### src/cache_dram_pkg.sv
//~~~~~~~~~~~~~~~~~~~~~~~~~~~~~~
// sizes, packet and beat structs, channel address helper
// shared by the cache to dram bridge
//~~~~~~~~~~~~~~~~~~~~~~~~~~~~~~
package cache_dram_pkg;

  localparam int NUM_CACHE      = 2;
  localparam int CACHE_ID_W     = 1;
  localparam int ADDR_W         = 12;  // cache byte address
  localparam int BANK_ADDR_W    = 10;  // byte address bits used inside a bank
  localparam int WORD_W         = 32;
  localparam int BLOCK_WORDS    = 4;
  localparam int DRAM_W         = 64;
  localparam int CH_ADDR_W      = 12;  // dram channel byte address

  localparam int NUM_REQ        = BLOCK_WORDS * WORD_W / DRAM_W;  // requests per block
  localparam int WORDS_PER_BEAT = DRAM_W / WORD_W;
  localparam int BEAT_OFS_W     = $clog2(DRAM_W / 8);
  localparam int REQ_CNT_W      = $clog2(NUM_REQ);
  localparam int WORD_SEL_W     = $clog2(WORDS_PER_BEAT);

  localparam int RD_BUF_DEPTH   = 4;  // also the number of read credits
  localparam int REQ_BUF_DEPTH  = 4;
  localparam int CREDIT_W       = $clog2(RD_BUF_DEPTH + 1);

  typedef logic [CACHE_ID_W-1:0] cache_id_t;
  typedef logic [WORD_W-1:0]     word_t;
  typedef logic [DRAM_W-1:0]     beat_t;

  // miss or write-back from one cache bank
  typedef struct packed {
    logic              write_not_read;
    logic [ADDR_W-1:0] addr;
  } dma_pkt_s;

  typedef struct packed {
    logic                 write_not_read;
    logic [CH_ADDR_W-1:0] ch_addr;
  } dram_req_s;

  // read data coming back from the channel, tagged with its address
  typedef struct packed {
    logic [CH_ADDR_W-1:0] ch_addr;
    beat_t                data;
  } read_beat_s;

  // bank in the top bit, then unused bits, block address, beat count, byte offset
  function automatic logic [CH_ADDR_W-1:0] make_ch_addr(
    input cache_id_t             bank,
    input logic [ADDR_W-1:0]     addr,
    input logic [REQ_CNT_W-1:0]  beat
  );
    make_ch_addr = {bank,
                    {(CH_ADDR_W - CACHE_ID_W - BANK_ADDR_W){1'b0}},
                    addr[BANK_ADDR_W-1:BEAT_OFS_W+REQ_CNT_W],
                    beat,
                    {BEAT_OFS_W{1'b0}}};
  endfunction

endpackage

### src/dma_write_execute.sv
//~~~~~~~~~~~~~~~~~~~~~~~~~~~~~~
// write tag queue and packer of cache words into dram beats
//~~~~~~~~~~~~~~~~~~~~~~~~~~~~~~
`timescale 1ns/1ps

module dma_write_execute
  import cache_dram_pkg::*;
(
  input  logic                 core_clk_i,
  input  logic                 core_reset_i,

  input  logic                 tx_v_i,
  input  cache_id_t            tx_tag_i,
  output logic                 tx_ready_o,

  input  word_t                dma_wdata_i [NUM_CACHE],
  input  logic [NUM_CACHE-1:0] dma_wdata_v_i,
  output logic [NUM_CACHE-1:0] dma_wdata_yumi_o,

  output logic                 dram_wdata_v_o,
  output beat_t                dram_wdata_o,
  input  logic                 dram_wdata_yumi_i
);

  logic                          tag_full;
  logic                          tag_v;
  cache_id_t                     tag_head;   // bank owning the beat being packed

  word_t [WORDS_PER_BEAT-2:0]    part_r;     // lower words of the beat
  logic [WORD_SEL_W-1:0]         word_sel_r;
  word_t                         sel_word;
  logic                          last_word;
  logic                          take;
  logic                          beat_enq;
  logic                          beat_full;
  beat_t                         beat_data;

  assign tx_ready_o = !tag_full;

  dram_fifo #(
    .payload_t (cache_id_t),
    .DEPTH     (REQ_BUF_DEPTH)
  ) tag_fifo (
    .core_clk_i   (core_clk_i),
    .core_reset_i (core_reset_i),
    .enq_i        (tx_v_i),
    .data_i       (tx_tag_i),
    .full_o       (tag_full),
    .deq_i        (beat_enq),
    .data_o       (tag_head),
    .valid_o      (tag_v)
  );

  assign sel_word  = dma_wdata_i[tag_head];
  assign last_word = (word_sel_r == WORD_SEL_W'(WORDS_PER_BEAT - 1));
  assign take      = tag_v && dma_wdata_v_i[tag_head] && !beat_full;  // stall on full beat queue
  assign beat_enq  = take && last_word;
  assign beat_data = {sel_word, part_r};  // top word arrives last

  always_comb begin
    for (int i = 0; i < NUM_CACHE; i++) begin
      dma_wdata_yumi_o[i] = take && (tag_head == cache_id_t'(i));
    end
  end

  always_ff @(posedge core_clk_i) begin
    if (take && !last_word) begin
      part_r[word_sel_r] <= sel_word;
    end
  end

  always_ff @(posedge core_clk_i) begin
    if (core_reset_i) begin
      word_sel_r <= '0;
    end else if (take) begin
      word_sel_r <= last_word ? '0 : word_sel_r + 1'b1;
    end
  end

  dram_fifo #(
    .payload_t (beat_t),
    .DEPTH     (REQ_BUF_DEPTH)
  ) beat_fifo (
    .core_clk_i   (core_clk_i),
    .core_reset_i (core_reset_i),
    .enq_i        (beat_enq),
    .data_i       (beat_data),
    .full_o       (beat_full),
    .deq_i        (dram_wdata_yumi_i),
    .data_o       (dram_wdata_o),
    .valid_o      (dram_wdata_v_o)
  );

endmodule

### src/dram_fifo.sv
//~~~~~~~~~~~~~~~~~~~~~~~~~~~~~~
// synchronous circular buffer FIFO of any payload type
//~~~~~~~~~~~~~~~~~~~~~~~~~~~~~~
`timescale 1ns/1ps

module dram_fifo #(
  parameter type payload_t = logic,
  parameter int  DEPTH     = 4
) (
  input  logic     core_clk_i,
  input  logic     core_reset_i,

  input  logic     enq_i,
  input  payload_t data_i,
  output logic     full_o,

  input  logic     deq_i,
  output payload_t data_o,
  output logic     valid_o
);

  payload_t                     mem [DEPTH];
  logic [$clog2(DEPTH)-1:0]     wr_ptr_r;
  logic [$clog2(DEPTH)-1:0]     rd_ptr_r;
  logic [$clog2(DEPTH+1)-1:0]   count_r;
  logic                         do_enq;
  logic                         do_deq;

  assign full_o  = (count_r == ($clog2(DEPTH+1))'(DEPTH));
  assign valid_o = (count_r != '0);
  assign data_o  = mem[rd_ptr_r];

  assign do_enq = enq_i && !full_o;  // writes into a full queue are dropped
  assign do_deq = deq_i && valid_o;

  always_ff @(posedge core_clk_i) begin
    if (do_enq) begin
      mem[wr_ptr_r] <= data_i;
    end
  end

  always_ff @(posedge core_clk_i) begin
    if (core_reset_i) begin
      wr_ptr_r <= '0;
      rd_ptr_r <= '0;
      count_r  <= '0;
    end else begin
      if (do_enq) begin
        wr_ptr_r <= (wr_ptr_r == ($clog2(DEPTH))'(DEPTH - 1)) ? '0 : wr_ptr_r + 1'b1;
      end
      if (do_deq) begin
        rd_ptr_r <= (rd_ptr_r == ($clog2(DEPTH))'(DEPTH - 1)) ? '0 : rd_ptr_r + 1'b1;
      end
      if (do_enq && !do_deq) begin
        count_r <= count_r + 1'b1;
      end else if (do_deq && !do_enq) begin
        count_r <= count_r - 1'b1;
      end
    end
  end

endmodule

### config.mk
export PLATFORM = sky130hd
export DESIGN_NAME = dma_write_execute
export DESIGN_NICKNAME = d
export VERILOG_FILES = /design/src/cache_dram_pkg.sv /design/src/dma_write_execute.sv /design/src/dram_fifo.sv
export SDC_FILE = /design/constraint.sdc
export NUM_CORES = 1
export LEC_CHECK = 0
export BUFFER_PORTS_ARGS = -buffer_cell sky130_fd_sc_hd__buf_2
export CAP_MARGIN = 20
export CELL_PAD_IN_SITES_DETAIL_PLACEMENT = 1
export CELL_PAD_IN_SITES_GLOBAL_PLACEMENT = 2
export CORE_ASPECT_RATIO = 0.9
export CORE_MARGIN = 2
export CORE_UTILIZATION = 45
export DETAILED_ROUTE_END_ITERATION = 8
export GPL_ROUTABILITY_DRIVEN = 0
export GPL_TIMING_DRIVEN = 0
export MAX_ROUTING_LAYER = met4
export PLACE_DENSITY = 0.83
export SLEW_MARGIN = 40
export SYNTH_ARGS = -nofsm -noshare
export SYNTH_HDL_FRONTEND = slang
export SYNTH_SLANG_ARGS = --single-unit
### constraint.sdc
create_clock -name core_clk_i -period 4.1 [get_ports core_clk_i]
set_input_delay 0.82 -clock core_clk_i [delete_from_list [all_inputs] [get_ports core_clk_i]]
set_output_delay 0.82 -clock core_clk_i [all_outputs]
set_load 0.02 [all_outputs]
======== Word level (Yosys, flattened, before mapping) ========
Memory sizes are Yosys's and may differ from the RTL's. A register that Yosys moved wholly into a read port is not among the register bits.
Cells that the tools add are included.
storage, ports and cells
  register bits after elaboration ......... 47
  bits in writable memories ............... 260
  output and inout port bits .............. 68
  logic and storage cells ................. 81
  memories kept ........................... 2
cells by class
  add/sub/neg operators ................... 9
  order comparisons ....................... 4
  eq/ne operators ......................... 6
  multiplexer cells ....................... 24
  bitwise gates (word level) .............. 2
  reductions and logical operators ........ 26
memory list
  memory         words  width  rd ports  clocked after Yosys merged registers in  write ports  line             RTL
  beat_fifo.mem  4      64     1         1                                        1            dram_fifo.sv:22  payload_t mem [DEPTH];
  tag_fifo.mem   4      1      1         1                                        1            dram_fifo.sv:22
operators by type and width
  kind                 count
  $mux 32              4
  $bwmux 32            1
  $mux 2               8
  $logic_and 1x1->1    15
  $mux 3               4
  $add 2x1->2 const B  4
  $eq 2x2->1 const B   4
  $logic_not 1->1      7
  $mux 1               7
  $add 3x1->3 const B  2
  $eq 3x3->1 const B   2
  $reduce_bool 3->1    2
  $sub 3x1->3 const B  2
  $reduce_bool 2->1    2
  $ge 2x2->1 const B   1
  $lt 1x2->1 const B   1
  $not 1->2            1
  $add 1x1->1 const B  1
  $ge 1x1->1 const B   1
  $lt 1x1->1 const B   1
  $not 1->1            1

======== Logic depth before layout (Yosys ltp) ========
  word-level depth ........................ 10
  depth in mapped cells ................... 12

======== Modules after synthesis ========
Synthesis repeated with hierarchy kept, for this count alone.
unflattened totals
  cells, all modules ...................... 520
  area total of the unflattened synthesis .. 11837.6 µm²
by module, submodules not included
  module                  times used  cells each  area an instance (µm²)  seq. area each (µm²)
  dram_fifo at beat_fifo  1           384         9741.8                  7867.5
  dma_write_execute       1           81          1448.9                  980.9
  dram_fifo at tag_fifo   1           55          646.9                   300.3

======== Worst setup path after synthesis ========
Ideal clock, no wire load.
  path kind ............................... register to register
  from .................................... register (tool-made name)
  to ...................................... memory beat_fifo.mem[0][0] (netlist name), enable pin
  library setup time ...................... 0.429 ns
  data arrival time ....................... 2.942 ns
  data required time ...................... 3.671 ns
  setup slack ............................. 0.729 ns
  cell stages (with the launch flop) ...... 7
  buffers on the path ..................... 2
  path through ............................ dfxtp_1 -> mux4_2 -> buf_6 -> mux2i_1 -> and3b_1 -> buf_6 -> and2_1
RTL lines
  item           line
  end, declared  dram_fifo.sv:22

==> results.md <==
- Critical Path Max Stage Delay: 0.60 ns
- Area Growth Syn to Fin: 20.8%
- Switching share of power: 26.7%
- Unrepaired setup endpoints after global routing: no
- Postcts setup bufs: 0
- Post-synth EDFFs: 292
- Clock Path Buffers: 3
- Final wirelength: 23,900 µm
- Synth cell count leaders: 292 x edfxtp_1, 65 x mux4_2, 32 x mux2_2
- Final period utilization: 83.6%
- # hold bufs at CTS: 0
- Most used standard cell by instance count after synthesis: edfxtp_1
- Cell-internal power: 6.52 mW
- Achievable frequency: 292 MHz
- Worst VDD drop: 0.386 mV
- DR pass1 iterations: 4
- Fin. Hold Viols: 0
- Nets@finish: 781
- Max-cap violations: 0
- Crit. End Element: output port
- Kind of critical path: reg2out
- Mapped Area: 0.0117 mm²
- Final Skew: 0.0113 ns
- Row Count: 55
- Pwr dens: 629 mW/mm²
- WP buf/inv: 3
- N_diodes: 0
- Sequential area share after synthesis: 78.2%
- Synth area leader: edfxtp_1
- Crit-path slowest cell: mux4_2
- Die X: 174 µm
- Starting Density: 46.2%
- Critical path required time: 3.28 ns
- Cells after Synth: 516
- Slew margin rel.: 47.6%
- Most frequent cell on the critical path: buf_2
- Grt ovf: 0
- Flop pwr share: 45.9%
- Global Route Usage Sum: 18.7%
- CTS tree: built
- Min cycle time layout: 3.43 ns
- Ratio of cells with drive above 1 in the final layout: 42.9%
- Vias post-DR: 5,585
- Die height: 157 µm
- Antenna violations before repair: 0
- Largest net degree at the start of global routing: 35
- Post-synth top area share: 75.0%
- Cell family with most CP delay: buffers and inverters
- Initial drt markers: 442
- Crit path DAT: 2.61 ns
- Synth unique cells: 28
- Synth Flop Type: edfxtp_1
- # DRC: 0
- Post-DP HPWL: 15,600 µm
- Clk_lat worst skew: 0.55 ns
- Post-CTS sizing: 0
- NetSw: 2.37 mW
- Clock sinks: 311
- Antenna Nets Post-Route: 0
- HP Class: reg2reg
- Status: finished, final reports clean
- Yosys warning count: 0
- Clk slew on worst S/H paths: 0.06 ns
- Comb power frac: 20.7%
- Dpl cells: 1,005
- Drt via density: 5.25
- Post-route non-filler standard cell count: 1,063
- Mapped Avg Cell Area: 22.7 µm²
- Final Util: 55.8%
- Pins over their slew limit: 0
- Die footprint: 0.0273 mm²
- Worst-margin pin slew: 0.786 ns
- Fin Setup TNS: 0 ns
- Crit path max fanout: 10
- CORE AREA: 0.0253 mm²
- Crit-path cells: clkbuf_1 > buf_2 > mux4_2 > buf_2
- Net count after synthesis: 601
- First-pass GRT wire length: 37,300 µm
- CP Launch Type: flop
- Leak: 4.80 nW
- CTS buffer count: 31
- Vias in the first global route: 6,298
- H-Tree Depth: 1
- Number of I/O pins: 139
- Routed len/inst: 22.5 µm
- Clock power frac: 33.4%
- Yosys reg bits: 311
- Port Buffers: 138
- CTS Root Cell: clkbuf_16
- Leading post-synthesis cells by cell area: edfxtp_1 75%, mux4_2 13%, dfxtp_1 3.3%
- Async SR Flop Fraction: 0%
- Final setup fails: 0
[logic make-up after synthesis]
| family | count (synthesis) | share of synthesized area (%) |
|---|---|---|
| buffers and inverters | 30 | 1.16 |
| multiplexers | 105 | 16.4 |
| adder cells (fa/ha/maj) | 14 | 1.63 |
| flip-flops | 311 | 78.2 |
| XOR/XNOR | 4 | 0.299 |
| AND/OR/NAND/NOR | 43 | 1.96 |
| AO/OA/AOI/OAI | 9 | 0.385 |
[placed cells by master, fill, tap and decap left out, types with 2 or more instances in the layout]
cell type	instances
or3_1	5
nor2_1	8
mux2i_1	5
and2_4	4
inv_1	8
mux2_4	2
buf_6	2
ha_1	12
edfxtp_1	292
clkinv_1	4
buf_1	2
bufinv_16	6
buf_16	4
nand2_1	7
and3_1	5
mux2_2	32
buf_12	5
a21oi_1	7
buf_2	144
clkinv_2	6
clkbuf_8	4
fa_1	2
nand2b_1	5
nor3_1	3
mux4_2	65
clkbuf_1	17
xor2_1	4
nor2b_1	2
clkbuf_16	31
o21ai_0	2
dfxtp_1	19
[final timing paths]
kind                                              to             from  depth (start not counted)  slack (ns)
worst max-delay path                dram_wdata_o[42]             flop                          4        0.67
worst min-delay path            beat_fifo.mem[3][20]       part_r[20]                          0        0.49
worst max register to register  beat_fifo.count_r[2]  tag_fifo.mem[3]                         11        1.15
worst min register to register  beat_fifo.mem[3][20]       part_r[20]                          0        0.49
[final cells by class]
cell class	instances	area (µm²)
Buffer	22	105
Sequential cell	311	9150
Clock buffer	40	850
Inverter	8	30.0
Timing Repair Buffer	147	901
Clock inverter	18	241
Fill cell	2274	11200
Multi-Input combinational cell	175	2430
Tap cell	342	428
[per-stage QoR]
step                setup slack [ns]  area, µm²  power, mW  hold slack (ns)
finish                         0.674      14100       8.90            0.494
global route                   0.458      14100       9.25            0.493
CTS                            0.498      14100       9.02            0.483
detailed placement              1.11      13000       6.04            0.486
global placement              -0.586      12800       5.85            0.467
floorplan                      0.729      11700       5.30            0.454
[sequential cells by signal (all words and copies together), names as in the netlist, named ones only]
signal and cells:
last_word 1, beat_fifo.count_r 3, beat_fifo.rd_ptr_r 2, tag_fifo.count_r 3
tag_fifo.mem 4, beat_fifo.wr_ptr_r 2, tag_fifo.wr_ptr_r 2, tag_fifo.rd_ptr_r 2
part_r 32, beat_fifo.mem 256
[power groups by stage]
stage | Combinational [mW] | Clock (mW) | Sequential [mW]
after global routing | 2.01 | 3.13 | 4.11
after floorplan | 1.22 | 0 | 4.09
after CTS | 1.90 | 3.03 | 4.08
final | 1.84 | 2.98 | 4.08
after global placement | 1.72 | 0 | 4.13
after detailed placement | 1.89 | 0 | 4.15
[per-layer routing]
metal / wire length (µm) / global-route usage [%] / vias to the layer above
li1: - / - / 2480
met1: 9740 / 23.3 / 2911
met2: 12500 / 32.7 / 155
met3: 1140 / 2.75 / 39
met4: 495 / 4.48 / 0
met5: 0 / - / -
(Power assumes the default switching activity.)
