===== src/cache_dram_pkg.sv =====
//~~~~~~~~~~~~~~~~~~~~~~~~~~~~~~
// sizes, packet and beat structs, channel address helper
// shared by the cache to dram bridge
//~~~~~~~~~~~~~~~~~~~~~~~~~~~~~~
package cache_dram_pkg;

  localparam int NUM_CACHE      = 2;
  localparam int CACHE_ID_W     = 1;
  localparam int ADDR_W         = 12;  // cache byte address
  localparam int BANK_ADDR_W    = 10;  // byte address bits used inside a bank
  localparam int WORD_W         = 32;
  localparam int BLOCK_WORDS    = 4;
  localparam int DRAM_W         = 64;
  localparam int CH_ADDR_W      = 12;  // dram channel byte address

  localparam int NUM_REQ        = BLOCK_WORDS * WORD_W / DRAM_W;  // requests per block
  localparam int WORDS_PER_BEAT = DRAM_W / WORD_W;
  localparam int BEAT_OFS_W     = $clog2(DRAM_W / 8);
  localparam int REQ_CNT_W      = $clog2(NUM_REQ);
  localparam int WORD_SEL_W     = $clog2(WORDS_PER_BEAT);

  localparam int RD_BUF_DEPTH   = 4;  // also the number of read credits
  localparam int REQ_BUF_DEPTH  = 4;
  localparam int CREDIT_W       = $clog2(RD_BUF_DEPTH + 1);

  typedef logic [CACHE_ID_W-1:0] cache_id_t;
  typedef logic [WORD_W-1:0]     word_t;
  typedef logic [DRAM_W-1:0]     beat_t;

  // miss or write-back from one cache bank
  typedef struct packed {
    logic              write_not_read;
    logic [ADDR_W-1:0] addr;
  } dma_pkt_s;

  typedef struct packed {
    logic                 write_not_read;
    logic [CH_ADDR_W-1:0] ch_addr;
  } dram_req_s;

  // read data coming back from the channel, tagged with its address
  typedef struct packed {
    logic [CH_ADDR_W-1:0] ch_addr;
    beat_t                data;
  } read_beat_s;

  // bank in the top bit, then unused bits, block address, beat count, byte offset
  function automatic logic [CH_ADDR_W-1:0] make_ch_addr(
    input cache_id_t             bank,
    input logic [ADDR_W-1:0]     addr,
    input logic [REQ_CNT_W-1:0]  beat
  );
    make_ch_addr = {bank,
                    {(CH_ADDR_W - CACHE_ID_W - BANK_ADDR_W){1'b0}},
                    addr[BANK_ADDR_W-1:BEAT_OFS_W+REQ_CNT_W],
                    beat,
                    {BEAT_OFS_W{1'b0}}};
  endfunction

endpackage


===== src/dma_read_result.sv =====
//~~~~~~~~~~~~~~~~~~~~~~~~~~~~~~
// read return buffer, beat unpacking and routing to the owning bank
//~~~~~~~~~~~~~~~~~~~~~~~~~~~~~~
`timescale 1ns/1ps

module dma_read_result
  import cache_dram_pkg::*;
(
  input  logic                 core_clk_i,
  input  logic                 core_reset_i,

  input  logic                 dram_rdata_v_i,
  input  read_beat_s           dram_rdata_i,

  output word_t                dma_rdata_o [NUM_CACHE],
  output logic [NUM_CACHE-1:0] dma_rdata_v_o,
  input  logic [NUM_CACHE-1:0] dma_rdata_ready_i,

  output logic                 credit_return_o
);

  read_beat_s             head;
  logic                   head_v;
  cache_id_t              head_bank;
  logic [WORD_SEL_W-1:0]  word_sel_r;   // word of the head beat on show
  word_t                  rd_word;
  logic                   last_word;
  logic                   hs;
  logic                   beat_deq;

  // no back-pressure here, decode keeps the credits so the buffer never overflows
  dram_fifo #(
    .payload_t (read_beat_s),
    .DEPTH     (RD_BUF_DEPTH)
  ) rd_fifo (
    .core_clk_i   (core_clk_i),
    .core_reset_i (core_reset_i),
    .enq_i        (dram_rdata_v_i),
    .data_i       (dram_rdata_i),
    .full_o       (),
    .deq_i        (beat_deq),
    .data_o       (head),
    .valid_o      (head_v)
  );

  assign head_bank = head.ch_addr[CH_ADDR_W-1 -: CACHE_ID_W];
  assign rd_word   = head.data[word_sel_r*WORD_W +: WORD_W];
  assign last_word = (word_sel_r == WORD_SEL_W'(WORDS_PER_BEAT - 1));
  assign hs        = head_v && dma_rdata_ready_i[head_bank];
  assign beat_deq  = hs && last_word;

  // a slot frees once its high word is taken
  assign credit_return_o = beat_deq;

  always_comb begin
    for (int i = 0; i < NUM_CACHE; i++) begin
      dma_rdata_o[i]   = rd_word;                                   // shared data lines
      dma_rdata_v_o[i] = head_v && (head_bank == cache_id_t'(i));   // only the owner sees valid
    end
  end

  always_ff @(posedge core_clk_i) begin
    if (core_reset_i) begin
      word_sel_r <= '0;
    end else if (hs) begin
      word_sel_r <= last_word ? '0 : word_sel_r + 1'b1;
    end
  end

endmodule


===== src/dram_fifo.sv =====
//~~~~~~~~~~~~~~~~~~~~~~~~~~~~~~
// synchronous circular buffer FIFO of any payload type
//~~~~~~~~~~~~~~~~~~~~~~~~~~~~~~
`timescale 1ns/1ps

module dram_fifo #(
  parameter type payload_t = logic,
  parameter int  DEPTH     = 4
) (
  input  logic     core_clk_i,
  input  logic     core_reset_i,

  input  logic     enq_i,
  input  payload_t data_i,
  output logic     full_o,

  input  logic     deq_i,
  output payload_t data_o,
  output logic     valid_o
);

  payload_t                     mem [DEPTH];
  logic [$clog2(DEPTH)-1:0]     wr_ptr_r;
  logic [$clog2(DEPTH)-1:0]     rd_ptr_r;
  logic [$clog2(DEPTH+1)-1:0]   count_r;
  logic                         do_enq;
  logic                         do_deq;

  assign full_o  = (count_r == ($clog2(DEPTH+1))'(DEPTH));
  assign valid_o = (count_r != '0);
  assign data_o  = mem[rd_ptr_r];

  assign do_enq = enq_i && !full_o;  // writes into a full queue are dropped
  assign do_deq = deq_i && valid_o;

  always_ff @(posedge core_clk_i) begin
    if (do_enq) begin
      mem[wr_ptr_r] <= data_i;
    end
  end

  always_ff @(posedge core_clk_i) begin
    if (core_reset_i) begin
      wr_ptr_r <= '0;
      rd_ptr_r <= '0;
      count_r  <= '0;
    end else begin
      if (do_enq) begin
        wr_ptr_r <= (wr_ptr_r == ($clog2(DEPTH))'(DEPTH - 1)) ? '0 : wr_ptr_r + 1'b1;
      end
      if (do_deq) begin
        rd_ptr_r <= (rd_ptr_r == ($clog2(DEPTH))'(DEPTH - 1)) ? '0 : rd_ptr_r + 1'b1;
      end
      if (do_enq && !do_deq) begin
        count_r <= count_r + 1'b1;
      end else if (do_deq && !do_enq) begin
        count_r <= count_r - 1'b1;
      end
    end
  end

endmodule


===== config.mk =====
export PLATFORM = sky130hd
export DESIGN_NAME = dma_read_result
export DESIGN_NICKNAME = d
export VERILOG_FILES = /design/src/cache_dram_pkg.sv /design/src/dma_read_result.sv /design/src/dram_fifo.sv
export SDC_FILE = /design/constraint.sdc
export NUM_CORES = 1
export LEC_CHECK = 0
export BUFFER_PORTS_ARGS = -buffer_cell sky130_fd_sc_hd__buf_2
export CORE_MARGIN = 2
export CORE_UTILIZATION = 40
export CTS_CLUSTER_DIAMETER = 100
export DETAILED_ROUTE_END_ITERATION = 8
export GPL_TIMING_DRIVEN = 0
export PLACE_DENSITY = 0.7
export SLEW_MARGIN = 20
export SYNTH_ARGS = -nofsm -noshare
export SYNTH_HDL_FRONTEND = slang
export SYNTH_SLANG_ARGS = --single-unit

===== constraint.sdc =====
create_clock -name core_clk_i -period 3.2 [get_ports core_clk_i]
set_clock_uncertainty 0.2 [all_clocks]
set_input_delay 0.48 -clock core_clk_i [delete_from_list [all_inputs] [get_ports core_clk_i]]
set_output_delay 0.48 -clock core_clk_i [all_outputs]
set_load 0.02 [all_outputs]

[Yosys cells after proc, flatten, opt, wreduce, memory -nomap -nowiden]
Memory sizes are Yosys's and may differ from the RTL's. A register that Yosys moved wholly into a read port is not among the register bits.
Index checks and enable logic that the tools add are counted.
W data, S select, Z words.
Storage, ports and cells
  input bits: 81
  register bits after elaboration: 8
  memory bits (writable): 304
  memories: 1
  logic and storage cells: 40
Operators by class
  shift-type cells: 1
  order comparisons: 1
  reduce and logical (&&, ||, !) cells: 13
  equal/unequal tests: 3
  muxes and demuxes: 11
  $add $sub $neg: 5
  bitwise gates (word level): 1
Memories
  rd_fifo.mem: depth 4, bits a word 76, rd ports 1, clocked after memory_dff 1, wr ports 1, line dram_fifo.sv:22  | payload_t mem [DEPTH];
Operator list (count)
  $shiftx A64 B7 Y32: 1
  $logic_and A1 B1 Y1: 8
  $mux W2: 4
  $mux W3: 2
  $mux W1: 5
  $add A2 B1 Y2 const B: 2
  $eq A2 B2 Y1 const B: 2
  $add A3 B1 Y3 const B: 1
  $eq A3 B3 Y1 const B: 1
  $logic_not A1 Y1: 3
  $reduce_bool A3 Y1: 1
  $sub A3 B1 Y3 const B: 1
  $lt A1 B2 Y1 const B: 1
  $reduce_bool A2 Y1: 1
  $add A1 B1 Y1 const B: 1
  $not A1 Y1: 1

[Logic depth before layout (Yosys ltp)]
Gate-level depths: netlist of run 1.
  word-level depth: 8
  mapped depth: 9

[Cells and area by module]
A second synthesis of run 1 with hierarchy kept.
Second synthesis, totals
  cells, all modules: 524
  area, all modules: 12324.3 um^2
By module, submodules not included
  dram_fifo: area an instance 11482.3 um^2, times used 1, seq. area each 9308.9 um^2, cells an instance 447
  dma_read_result: area an instance 842.1 um^2, times used 1, seq. area each 20.0 um^2, cells an instance 77

[Worst setup path before layout of run 1]
OpenSTA, ideal clock, no wires.
  path type: flip-flop to flip-flop
  start: reg rd_fifo.count_r[0]
  end: mem rd_fifo.mem[0][0] (netlist bit), enable pin
  slack: 0.266 ns
  arrival time: 2.304 ns
  data required time: 2.570 ns
  period minus slack after synthesis: 2.934 ns
  cell stages (with the launch flop): 4
  cells stage by stage: dfxtp_1 > nor3b_1 > nor2_1 > and2_1
Between the ends
  word-level cells in the longest chain between the ends: 5
Ends and longest elaborated chain
  start: declaration: line dram_fifo.sv:25  | logic [$clog2(DEPTH+1)-1:0] count_r;
  start signal: assignment: line dram_fifo.sv:55  | count_r <= count_r + 1'b1;
  start signal: assignment: line dram_fifo.sv:57  | count_r <= count_r - 1'b1;
  $eq A3 B3 Y1: line dram_fifo.sv:29  | assign full_o = (count_r == ($clog2(DEPTH+1))'(DEPTH));
  $logic_not A1 Y1: line dram_fifo.sv:33  | assign do_enq = enq_i && !full_o;
  $logic_and A1 B1 Y1: line dram_fifo.sv:33
  via rd_fifo.do_enq: line dram_fifo.sv:26  | logic do_enq;
  $mux W1: line dram_fifo.sv:37  | if (do_enq) begin
  $mux W1 (not written as such): line dram_fifo.sv:38  | mem[wr_ptr_r] <= data_i;
  end: declaration: line dram_fifo.sv:22
The timed path passes the listed nets, and every way through them passes these cells.

==> results of run 1 <==
[routing by layer]
| metal | global-route usage [%] | wire (um) | up-vias |
|---|---|---|---|
| met5 | 0 | 0 | - |
| met1 | 17.92 | 8100 | 2706 |
| met3 | 2.598 | 1141 | 32 |
| met4 | 3.073 | 304 | 0 |
| li1 | - | - | 2375 |
| met2 | 26.23 | 10610 | 166 |
[layout make-up]
class / count / area, sq um / share of cell area [%]
Buffer: 50 / 419.2 / 3.146
Clock buffer: 35 / 748.2 / 5.616
Clock inverter: 16 / 80.08 / 0.6011
Inverter: 5 / 18.77 / 0.1409
Multi-Input combinational cell: 142 / 2195 / 16.47
Sequential cell: 270 / 8009 / 60.11
Tap cell: 335 / 419.2 / 3.146
Timing Repair Buffer: 205 / 1434 / 10.76
[flip-flops by register name, indices dropped and copies added (netlist names), named ones only]
signal and flops:
last_word 1, rd_fifo.count_r 3, rd_fifo.mem 260, rd_fifo.rd_ptr_r 2, rd_fifo.wr_ptr_r 2
[cell usage after synthesis]
cell / number / area [sq um]
o311ai_0: 2 / 17.52
nor3b_1: 1 / 7.510
buf_2: 2 / 10.01
edfxtp_1: 260 / 7807
inv_1: 5 / 18.77
a21oi_1: 3 / 15.01
fa_1: 1 / 20.02
nand3b_1: 1 / 7.510
o21ai_0: 3 / 15.01
dfxtp_1: 10 / 200.2
mux2_1: 1 / 11.26
xor2_1: 2 / 17.52
mux4_2: 65 / 1464
or3_1: 1 / 6.260
nand2b_1: 2 / 12.51
clkbuf_1: 11 / 41.29
mux2_4: 2 / 30.03
nor2_1: 5 / 18.77
mux2_2: 32 / 360.4
or4_1: 1 / 7.510
o31ai_1: 2 / 15.01
buf_4: 38 / 285.3
and2_1: 4 / 25.02
ha_1: 6 / 75.07
nor2b_1: 3 / 18.77
nor3_1: 2 / 10.01
mux2i_1: 3 / 30.03
[timing repair]
item	CTS	global route
endpoints found under the setup margin	64	32
endpoints found under the hold margin	260	0
hold buffers	65	0
gates resized for setup	23	10
[stage by stage]
step,setup slack [ps],cells
after floorplan,266.0,468
after global placement,-1032,939
after detailed placement,246.2,943
after CTS,-8.574,1058
after global routing,-1.257,1058
final,124.9,1058
[cell families (layout without fill, tap and decap cells)]
kind of cell	count (synthesis)	count (layout)	synth area share [%]
DFF	270	270	75.92
muxes	103	103	17.97
buffers and inverters	56	311	3.369
and+or+nand+nor	20	20	1.080
AOI/OAI and AO/OA	10	10	0.5930
adders and majority gates	7	7	0.9015
xor gates and xnor gates	2	2	0.1661
[power breakdown]
part | internal [mW] | switching [mW] | leakage [nW]
combinational | 1.36 | 1.58 | 1.75
sequential | 4.30 | 0.139 | 2.47
clock | 1.65 | 1.21 | 0.407
total | 7.31 | 2.94 | 4.62
[critical path, stage by stage (launching register included)]
cell	delay (ps)
dfxtp_1	330
buf_2	290
clkbuf_4	340
mux4_2	330
mux2_2	310
buf_4	140
buf_2	150
[final timing paths]
check	slack [ps]	from	endpoint	depth (start not counted)
max	120	register	dma_rdata_o[54]	6
min	50	dram_rdata_v_i	rd_fifo.wr_ptr_r[1]	3
max reg2reg	310	register	rd_fifo.count_r[2]	8
min reg2reg	330	rd_fifo.rd_ptr_r[1]	register	2
==> results.toml, run 1 <==
[outcome]
status = "complete, no violations"

[die]
die-area_sq_mm = 0.02768
die_x_um = 166.4
initial_core_util_pct = 40.59
top_level_ports = 148
die_h_um = 166.4
core-area_sq_mm = 0.02598
rows = 59

[finish]
final_cell_mix = "edfxtp_1, buf_2, mux4_2, dlygate4sd3_1"
nNetsFinal = 790
fin_util_pct = 51.27
diodes = 0
fillers = 2104
layout-drive-gt1-share_pct = 45.50
final_area_sq_mm = 0.01332
layout_commonest_cell = "edfxtp_1"
synthToLayoutAreaGrowth_pct = 26.31

[clocking]
cts_root_buf = "clkbuf_16"
numCtsBuffers = 28
cts_tree = "done"
h-tree-depth = 1
cts.clk_slew.worst_paths_ps = 60
cts_sinks = 270
clk_latency_ps = 510
postCtsSetupBuffers = 0
cts_buffer_depth = 3

[sta]
worst_pin_slew_ps = 518.5
fin_setup_tns_ps = 0
relSlewSlack_pct = 65.36
hold-worst-slack_ps = 51.89
finalHoldViolCount = 0
slew_viol_final = 0
period_share_pct = 96.10
fmax_ghz = 0.3252
period_minus_slack_ps = 3075
setup-violations-final = 0

[detailed_routing]
dr_total_vias = 5279
wire_per_inst_um = 19.05
drtAntennaViolNets = 0
post-route-drc-count = 0
routed_wl_um = 20160
drtPass1Iterations = 5
drt_iter0_drc = 354
viasPerCell = 4.990

[synth]
syn_area_per_cell_sq_um = 22.54
synth_seq_cells = 270
yosysWarnings = 0
seq_area_frac_synth_pct = 75.92
synth_cell_types = 27
netlist_area_sq_mm = 0.01055
syn_inst = 468
synth_nets = 556

[grt]
grt_util_all_layers_pct = 14.37
grt_pass1_wl_um = 31150
grt_overflow = 0
grt_pass1_vias = 5591
grt_start_max_net_pins = 38
antenna_found_initial = 0

[critical_path]
critPathLaunchType = "register"
path_max_fanout = 10
critPathArrivalTime_ps = 2400
crit_type = "reg -> out"
end_kind = "primary output"
worst-endpoint-required_ps = 2520

[place]
gp_congestion = 0.6436
hpwl_um = 12410
io_buffer_count = 136
postPlaceCellArea_sq_mm = 0.01176

[pwr]
vdd_drop_max_uv = 497.2
power.total_mw = 10.24
pwr_density_cell_mw_per_mm2 = 768.7
leakage_nw = 4.619

[hold_path]
min_path_type = "in -> reg"

[run]
drv_cap = 0
No activity file was read; power rests on OpenSTA's default activity.
==> inputs of run 2 (changes only) <==
Settings changed: SETUP_SLACK_MARGIN set to 0.5.
==> run 2 against run 1 <==
Compared with the run above: wire length rose by 4.9%; critical path depth stayed put; critical path type unchanged; non-clock buffer count increased by 20; clock power increased by 15%; worst hold slack got worse by 5.7 ps; die area stayed put; combinational power rose by 22%; clock-buffer cell count is the same; sequential share of layout area fell by 3.0 points; cell area grew 5.3%; total power up 10%.
==> results.toml, run 2 (same netlist as run 1, synthesis figures left out) <==
[pwr]
pwr-share-comb_pct = 31.7
clockPowerShare_pct = 29.2
cell_internal_pwr_mw = 8.195
pwr_density_cell_mw_per_mm2 = 805.9
power_switching_mw = 3.108
p_seq_share_pct = 39.1
swShare_pct = 27.50
vdd_drop_max_uv = 524.5
leakage_nw = 4.914

[clocking]
cts.clk_slew.worst_paths_ps = 60
cts_sinks = 270
cts_root_buf = "clkbuf_16"
cts_buffer_depth = 3
numCtsBuffers = 28
clk_latency_ps = 520
h-tree-depth = 1
cts_tree = "done"

[grt]
grt_pass1_vias = 5861
grt_pass1_wl_um = 32880
grt_start_max_net_pins = 38
antenna_found_initial = 0
grt_util_all_layers_pct = 15.24
grt_overflow = 0

[sta]
worst_pin_slew_ps = 505.8
slew_viol_final = 0
relSlewSlack_pct = 66.16
fin_setup_tns_ps = 0
rsz0062_at_grt = "yes"
fmax_ghz = 0.3295
hold-worst-slack_ps = 46.21
period_minus_slack_ps = 3035
setup-violations-final = 0
finalHoldViolCount = 0
period_share_pct = 94.85

[detailed_routing]
dr_total_vias = 5398
viasPerCell = 5.017
routed_wl_um = 21140
drtAntennaViolNets = 0
drt_iter0_drc = 311
wire_per_inst_um = 19.64
drtPass1Iterations = 4
post-route-drc-count = 0

[finish]
multiInputGateArea_sq_mm = 0.002267
fillers = 2033
layout_commonest_cell = "edfxtp_1"
layout-drive-gt1-share_pct = 48.45
final_area_sq_mm = 0.01402
area.sequential_sq_mm = 0.008011
final_cell_mix = "edfxtp_1, buf_2, mux4_2, dlygate4sd3_1, buf_6"
nNetsFinal = 810
synthToLayoutAreaGrowth_pct = 32.97
diodes = 0
regMostFlops = "rd_fifo.mem"
largest_register_ffs = 260
reg_top3 = "rd_fifo.mem x260, rd_fifo.count_r x3"

[die]
initial_core_util_pct = 40.59
top_level_ports = 148
rows = 59
die_h_um = 166.4
die_x_um = 166.4
die-area_sq_mm = 0.02768
core-area_sq_mm = 0.02598

[hold_path]
hp-start = "dram_rdata_v_i"
hold_end = "rd_fifo.wr_ptr_r[1]"
min_path_type = "in -> reg"
whs_path_depth = 3

[critical_path]
worst-endpoint-required_ps = 2520
cp_slowest_cell = "mux4_2"
critPathLaunchType = "register"
critPathArrivalTime_ps = 2360
cp_top_family = "multiplexers"
critPathBufInv = 4
r2r_end = "rd_fifo.count_r[2]"
path_max_fanout = 10
crit_type = "reg -> out"
reg2reg_slack_ps = 360
critical_path.max_stage_delay_ps = 500
worst-r2r-cell-count = 10
cp_cell_sequence = "buf_12 > buf_16 > mux4_2 > mux2_2 > buf_4 > buf_2"
end_kind = "primary output"

[place]
io_buffer_count = 136
gp_congestion = 0.7214
hpwl_um = 12660
postPlaceCellArea_sq_mm = 0.01174

[run]
drv_cap = 0

[outcome]
status = "complete, no violations"
[run 2: changes by cell type in the layout (fill, tap and decap cells not counted), sizes merged]
cell,previous run,this run
clkbuf,45,46
bufinv,0,5
clkinvlp,0,1
clkinv,15,8
inv,6,5
buf,180,199
[run 2: worst max path at each step]
| stage | cells past startpoint | slack (ps) | end | start |
|---|---|---|---|---|
| 2_1_floorplan | 8 | 570 | rd_fifo.count_r[2] | register |
| 3_3_place_gp | 4 | 240 | rd_fifo.mem[2][3] | dram_rdata_v_i |
| 3_5_place_dp | 6 | 220 | dma_rdata_o[41] | register |
| 4_1_cts | 6 | 120 | dma_rdata_o[41] | register |
| 5_1_grt | 6 | 90 | dma_rdata_o[41] | register |
| 6_report | 6 | 160 | dma_rdata_o[41] | register |
[run 2: power groups by stage]
stage | Sequential (mW) | Combinational (mW) | Clock, mW
after floorplan | 4.45 | 2.03 | 0
after global placement | 4.47 | 2.81 | 0
after detailed placement | 4.49 | 2.90 | 0
after CTS | 4.42 | 3.35 | 3.36
after global routing | 4.45 | 3.83 | 3.50
final | 4.42 | 3.59 | 3.30
[run 2: metal layers]
| metal | GRT usage [%] | up-vias | part of all wire [%] |
|---|---|---|---|
| met1 | 19.16 | 2812 | 41 |
| met4 | 3.448 | 0 | 1.5 |
| met5 | 0 | - | 0 |
| met3 | 2.431 | 26 | 4.2 |
| li1 | - | 2417 | - |
| met2 | 27.83 | 143 | 53 |
[run 2: area by class of cell]
cell class                      instances  area share, %
Buffer                                 51          3.890
Clock buffer                           35          5.335
Clock inverter                         14          1.401
Inverter                                5         0.1338
Multi-Input combinational cell        142          16.17
Sequential cell                       270          57.12
Tap cell                              335          2.989
Timing Repair Buffer                  224          12.96
[run 2: per-stage QoR]
stage / power, mW / std cells / setup WS [ps] / util [%]
detailed placement: 7.388 / 943 / 218.5 / 45.17
global placement: 7.282 / 939 / 241.8 / 44.84
floorplan: 6.479 / 468 / 569.6 / -
global route: 11.78 / 1076 / 92.88 / 53.97
CTS: 11.13 / 1066 / 121.4 / 53.11
finish: 11.30 / 1076 / 164.8 / 53.97
[run 2: worst min-delay path, delay by kind of cell]
kind / cells / cell delay [ps]
AND/OR/NAND/NOR: 1 / 70
AO/OA/AOI/OAI: 1 / 60
buffers and inverters: 1 / 100
[run 2: timing repair]
action,in CTS,in global routing
hold endpoints to repair,260,0
gates cloned,3,0
setup endpoints to repair,66,67
gates resized for setup,99,42
setup buffers,6,10
hold buffers,65,0
pin swaps,4,3
==> inputs of run 3 (changes only) <==
Settings changed: CELL_PAD_IN_SITES_DETAIL_PLACEMENT set to 1, CELL_PAD_IN_SITES_GLOBAL_PLACEMENT set to 2, PLACE_DENSITY 0.7 to 0.84.
==> run 3 against run 2 <==
Compared with the run above: clock power is 2% lower; non-clock buffer count is 2 lower; via count is 0.54% higher; combinational power is 18% higher; sequential power hardly changed; sequential cell count stayed put.
==> results.toml, run 3 (same netlist as run 1, synthesis figures left out) <==
[grt]
grt_start_max_net_pins = 36
grt_util_all_layers_pct = 16.60
grt_overflow = 0
antenna_found_initial = 0
grt_pass1_wl_um = 35490
grt_pass1_vias = 6040

[sta]
period_share_pct = 94.81
slew_viol_final = 0
rsz0062_at_grt = "yes"
setup-violations-final = 0
finalHoldViolCount = 0
fin_setup_tns_ps = 0
worst_pin_slew_ps = 555.1
fmax_ghz = 0.3296
relSlewSlack_pct = 62.99
period_minus_slack_ps = 3034

[finish]
fin_util_pct = 55.56
multiInputGateArea_sq_mm = 0.002346
regMostFlops = "rd_fifo.mem"
diodes = 0
final_cell_mix = "edfxtp_1, buf_6, buf_2"
largest_register_ffs = 260
synthToLayoutAreaGrowth_pct = 36.87
reg_top3 = "rd_fifo.mem x260, rd_fifo.count_r x3"
nNetsFinal = 808
layout_commonest_cell = "edfxtp_1"
area.sequential_sq_mm = 0.008011
layout-drive-gt1-share_pct = 48.52
fillers = 2295

[detailed_routing]
drt_iter0_drc = 423
routed_wl_um = 23670
drtPass1Iterations = 4
dr_total_vias = 5427
wire_per_inst_um = 21.98
viasPerCell = 5.039
drtAntennaViolNets = 0
post-route-drc-count = 0

[critical_path]
critical_path.max_stage_delay_ps = 510
cp_top_family = "multiplexers"
critPathArrivalTime_ps = 2350
crit_type = "reg -> out"
worst-endpoint-required_ps = 2520
path_max_fanout = 5
critPathLaunchType = "register"
cp_slowest_cell = "mux4_2"
critPathBufInv = 5
cp_cell_sequence = "buf_16 > buf_12 > buf_16 > mux4_2 > mux2_4 > buf_6 > buf_6"
end_kind = "primary output"

[clocking]
cts_tree = "done"
cts.clk_slew.worst_paths_ps = 60
cts_root_buf = "clkbuf_16"
numCtsBuffers = 28
cts_buffer_depth = 3
h-tree-depth = 1
clk_latency_ps = 520
cts_sinks = 270

[pwr]
leakage_nw = 5.097
vdd_drop_max_uv = 622.0
pwr_density_cell_mw_per_mm2 = 822.7

[place]
gp_congestion = 0.6445
hpwl_um = 13910
io_buffer_count = 136

[die]
rows = 59
die-area_sq_mm = 0.02768
initial_core_util_pct = 40.59
core-area_sq_mm = 0.02598
top_level_ports = 148
die_x_um = 166.4
die_h_um = 166.4

[hold_path]
min_path_type = "in -> reg"

[outcome]
status = "complete, no violations"

[run]
drv_cap = 0
==> run 3: stage by stage <==
step | power, mW | setup WS (ps) | area, sq um | std cells | hold WS (ps)
6_report | 11.88 | 166.0 | 14440 | 1077 | 47.88
3_5_place_dp | 7.444 | 208.4 | 11740 | 943 | 338.0
3_3_place_gp | 7.299 | 230.2 | 11650 | 939 | 291.1
5_1_grt | 12.35 | 82.35 | 14440 | 1077 | 45.71
2_1_floorplan | 6.479 | 569.6 | 10550 | 468 | 271.9
4_1_cts | 11.11 | 95.42 | 13730 | 1068 | 8.701
==> run 3: what timing repair did <==
action / CTS / global route
pin swaps: 1 / 2
setup buffers: 6 / 3
endpoints found under the hold margin: 260 / 0
cloned: 2 / 6
gates resized for setup: 91 / 162
setup endpoints to repair: 66 / 68
hold buffers: 65 / 0
==> run 3: cell type report <==
type,count,area share [%]
inverters,5,0.1300
well taps,335,2.903
multi-input cells,142,16.25
clock inverters,17,1.161
clock buffers,35,5.252
plain buffers,51,4.134
flip-flops and latches,270,55.50
repair buffers,222,14.67
==> run 3: power by group <==
group          switching [mW]  internal (mW)  total [mW]
Sequential              0.136           4.30        4.43
Combinational            1.90           2.31        4.22
Clock                    1.30           1.92        3.23
Total                    3.35           8.53        11.9
==> run 3: routing by layer <==
metal	GRT usage, %	up-vias	share of wire (%)
met5	0	-	0
li1	-	2413	-
met4	3.823	0	1.7
met3	2.550	27	4.8
met1	21.40	2836	41
met2	29.75	151	52
==> run 3: worst paths after layout <==
check	from	endpoint	slack, ps	depth (start not counted)
max	register	dma_rdata_o[36]	170	7
min	dram_rdata_v_i	rd_fifo.wr_ptr_r[1]	50	3
max reg2reg	register	rd_fifo.count_r[2]	300	10
min reg2reg	rd_fifo.wr_ptr_r[1]	rd_fifo.wr_ptr_r[1]	350	2
==> run 3: worst reg2reg max path: stages, from the launching register on <==
cell and delay, ps:
dfxtp_4 420, buf_4 130, buf_6 80, mux4_2 520, mux2_4 260, ha_4 140, inv_1 60, fa_2 360
xor2_2 190, or3_4 330, a21oi_2 150
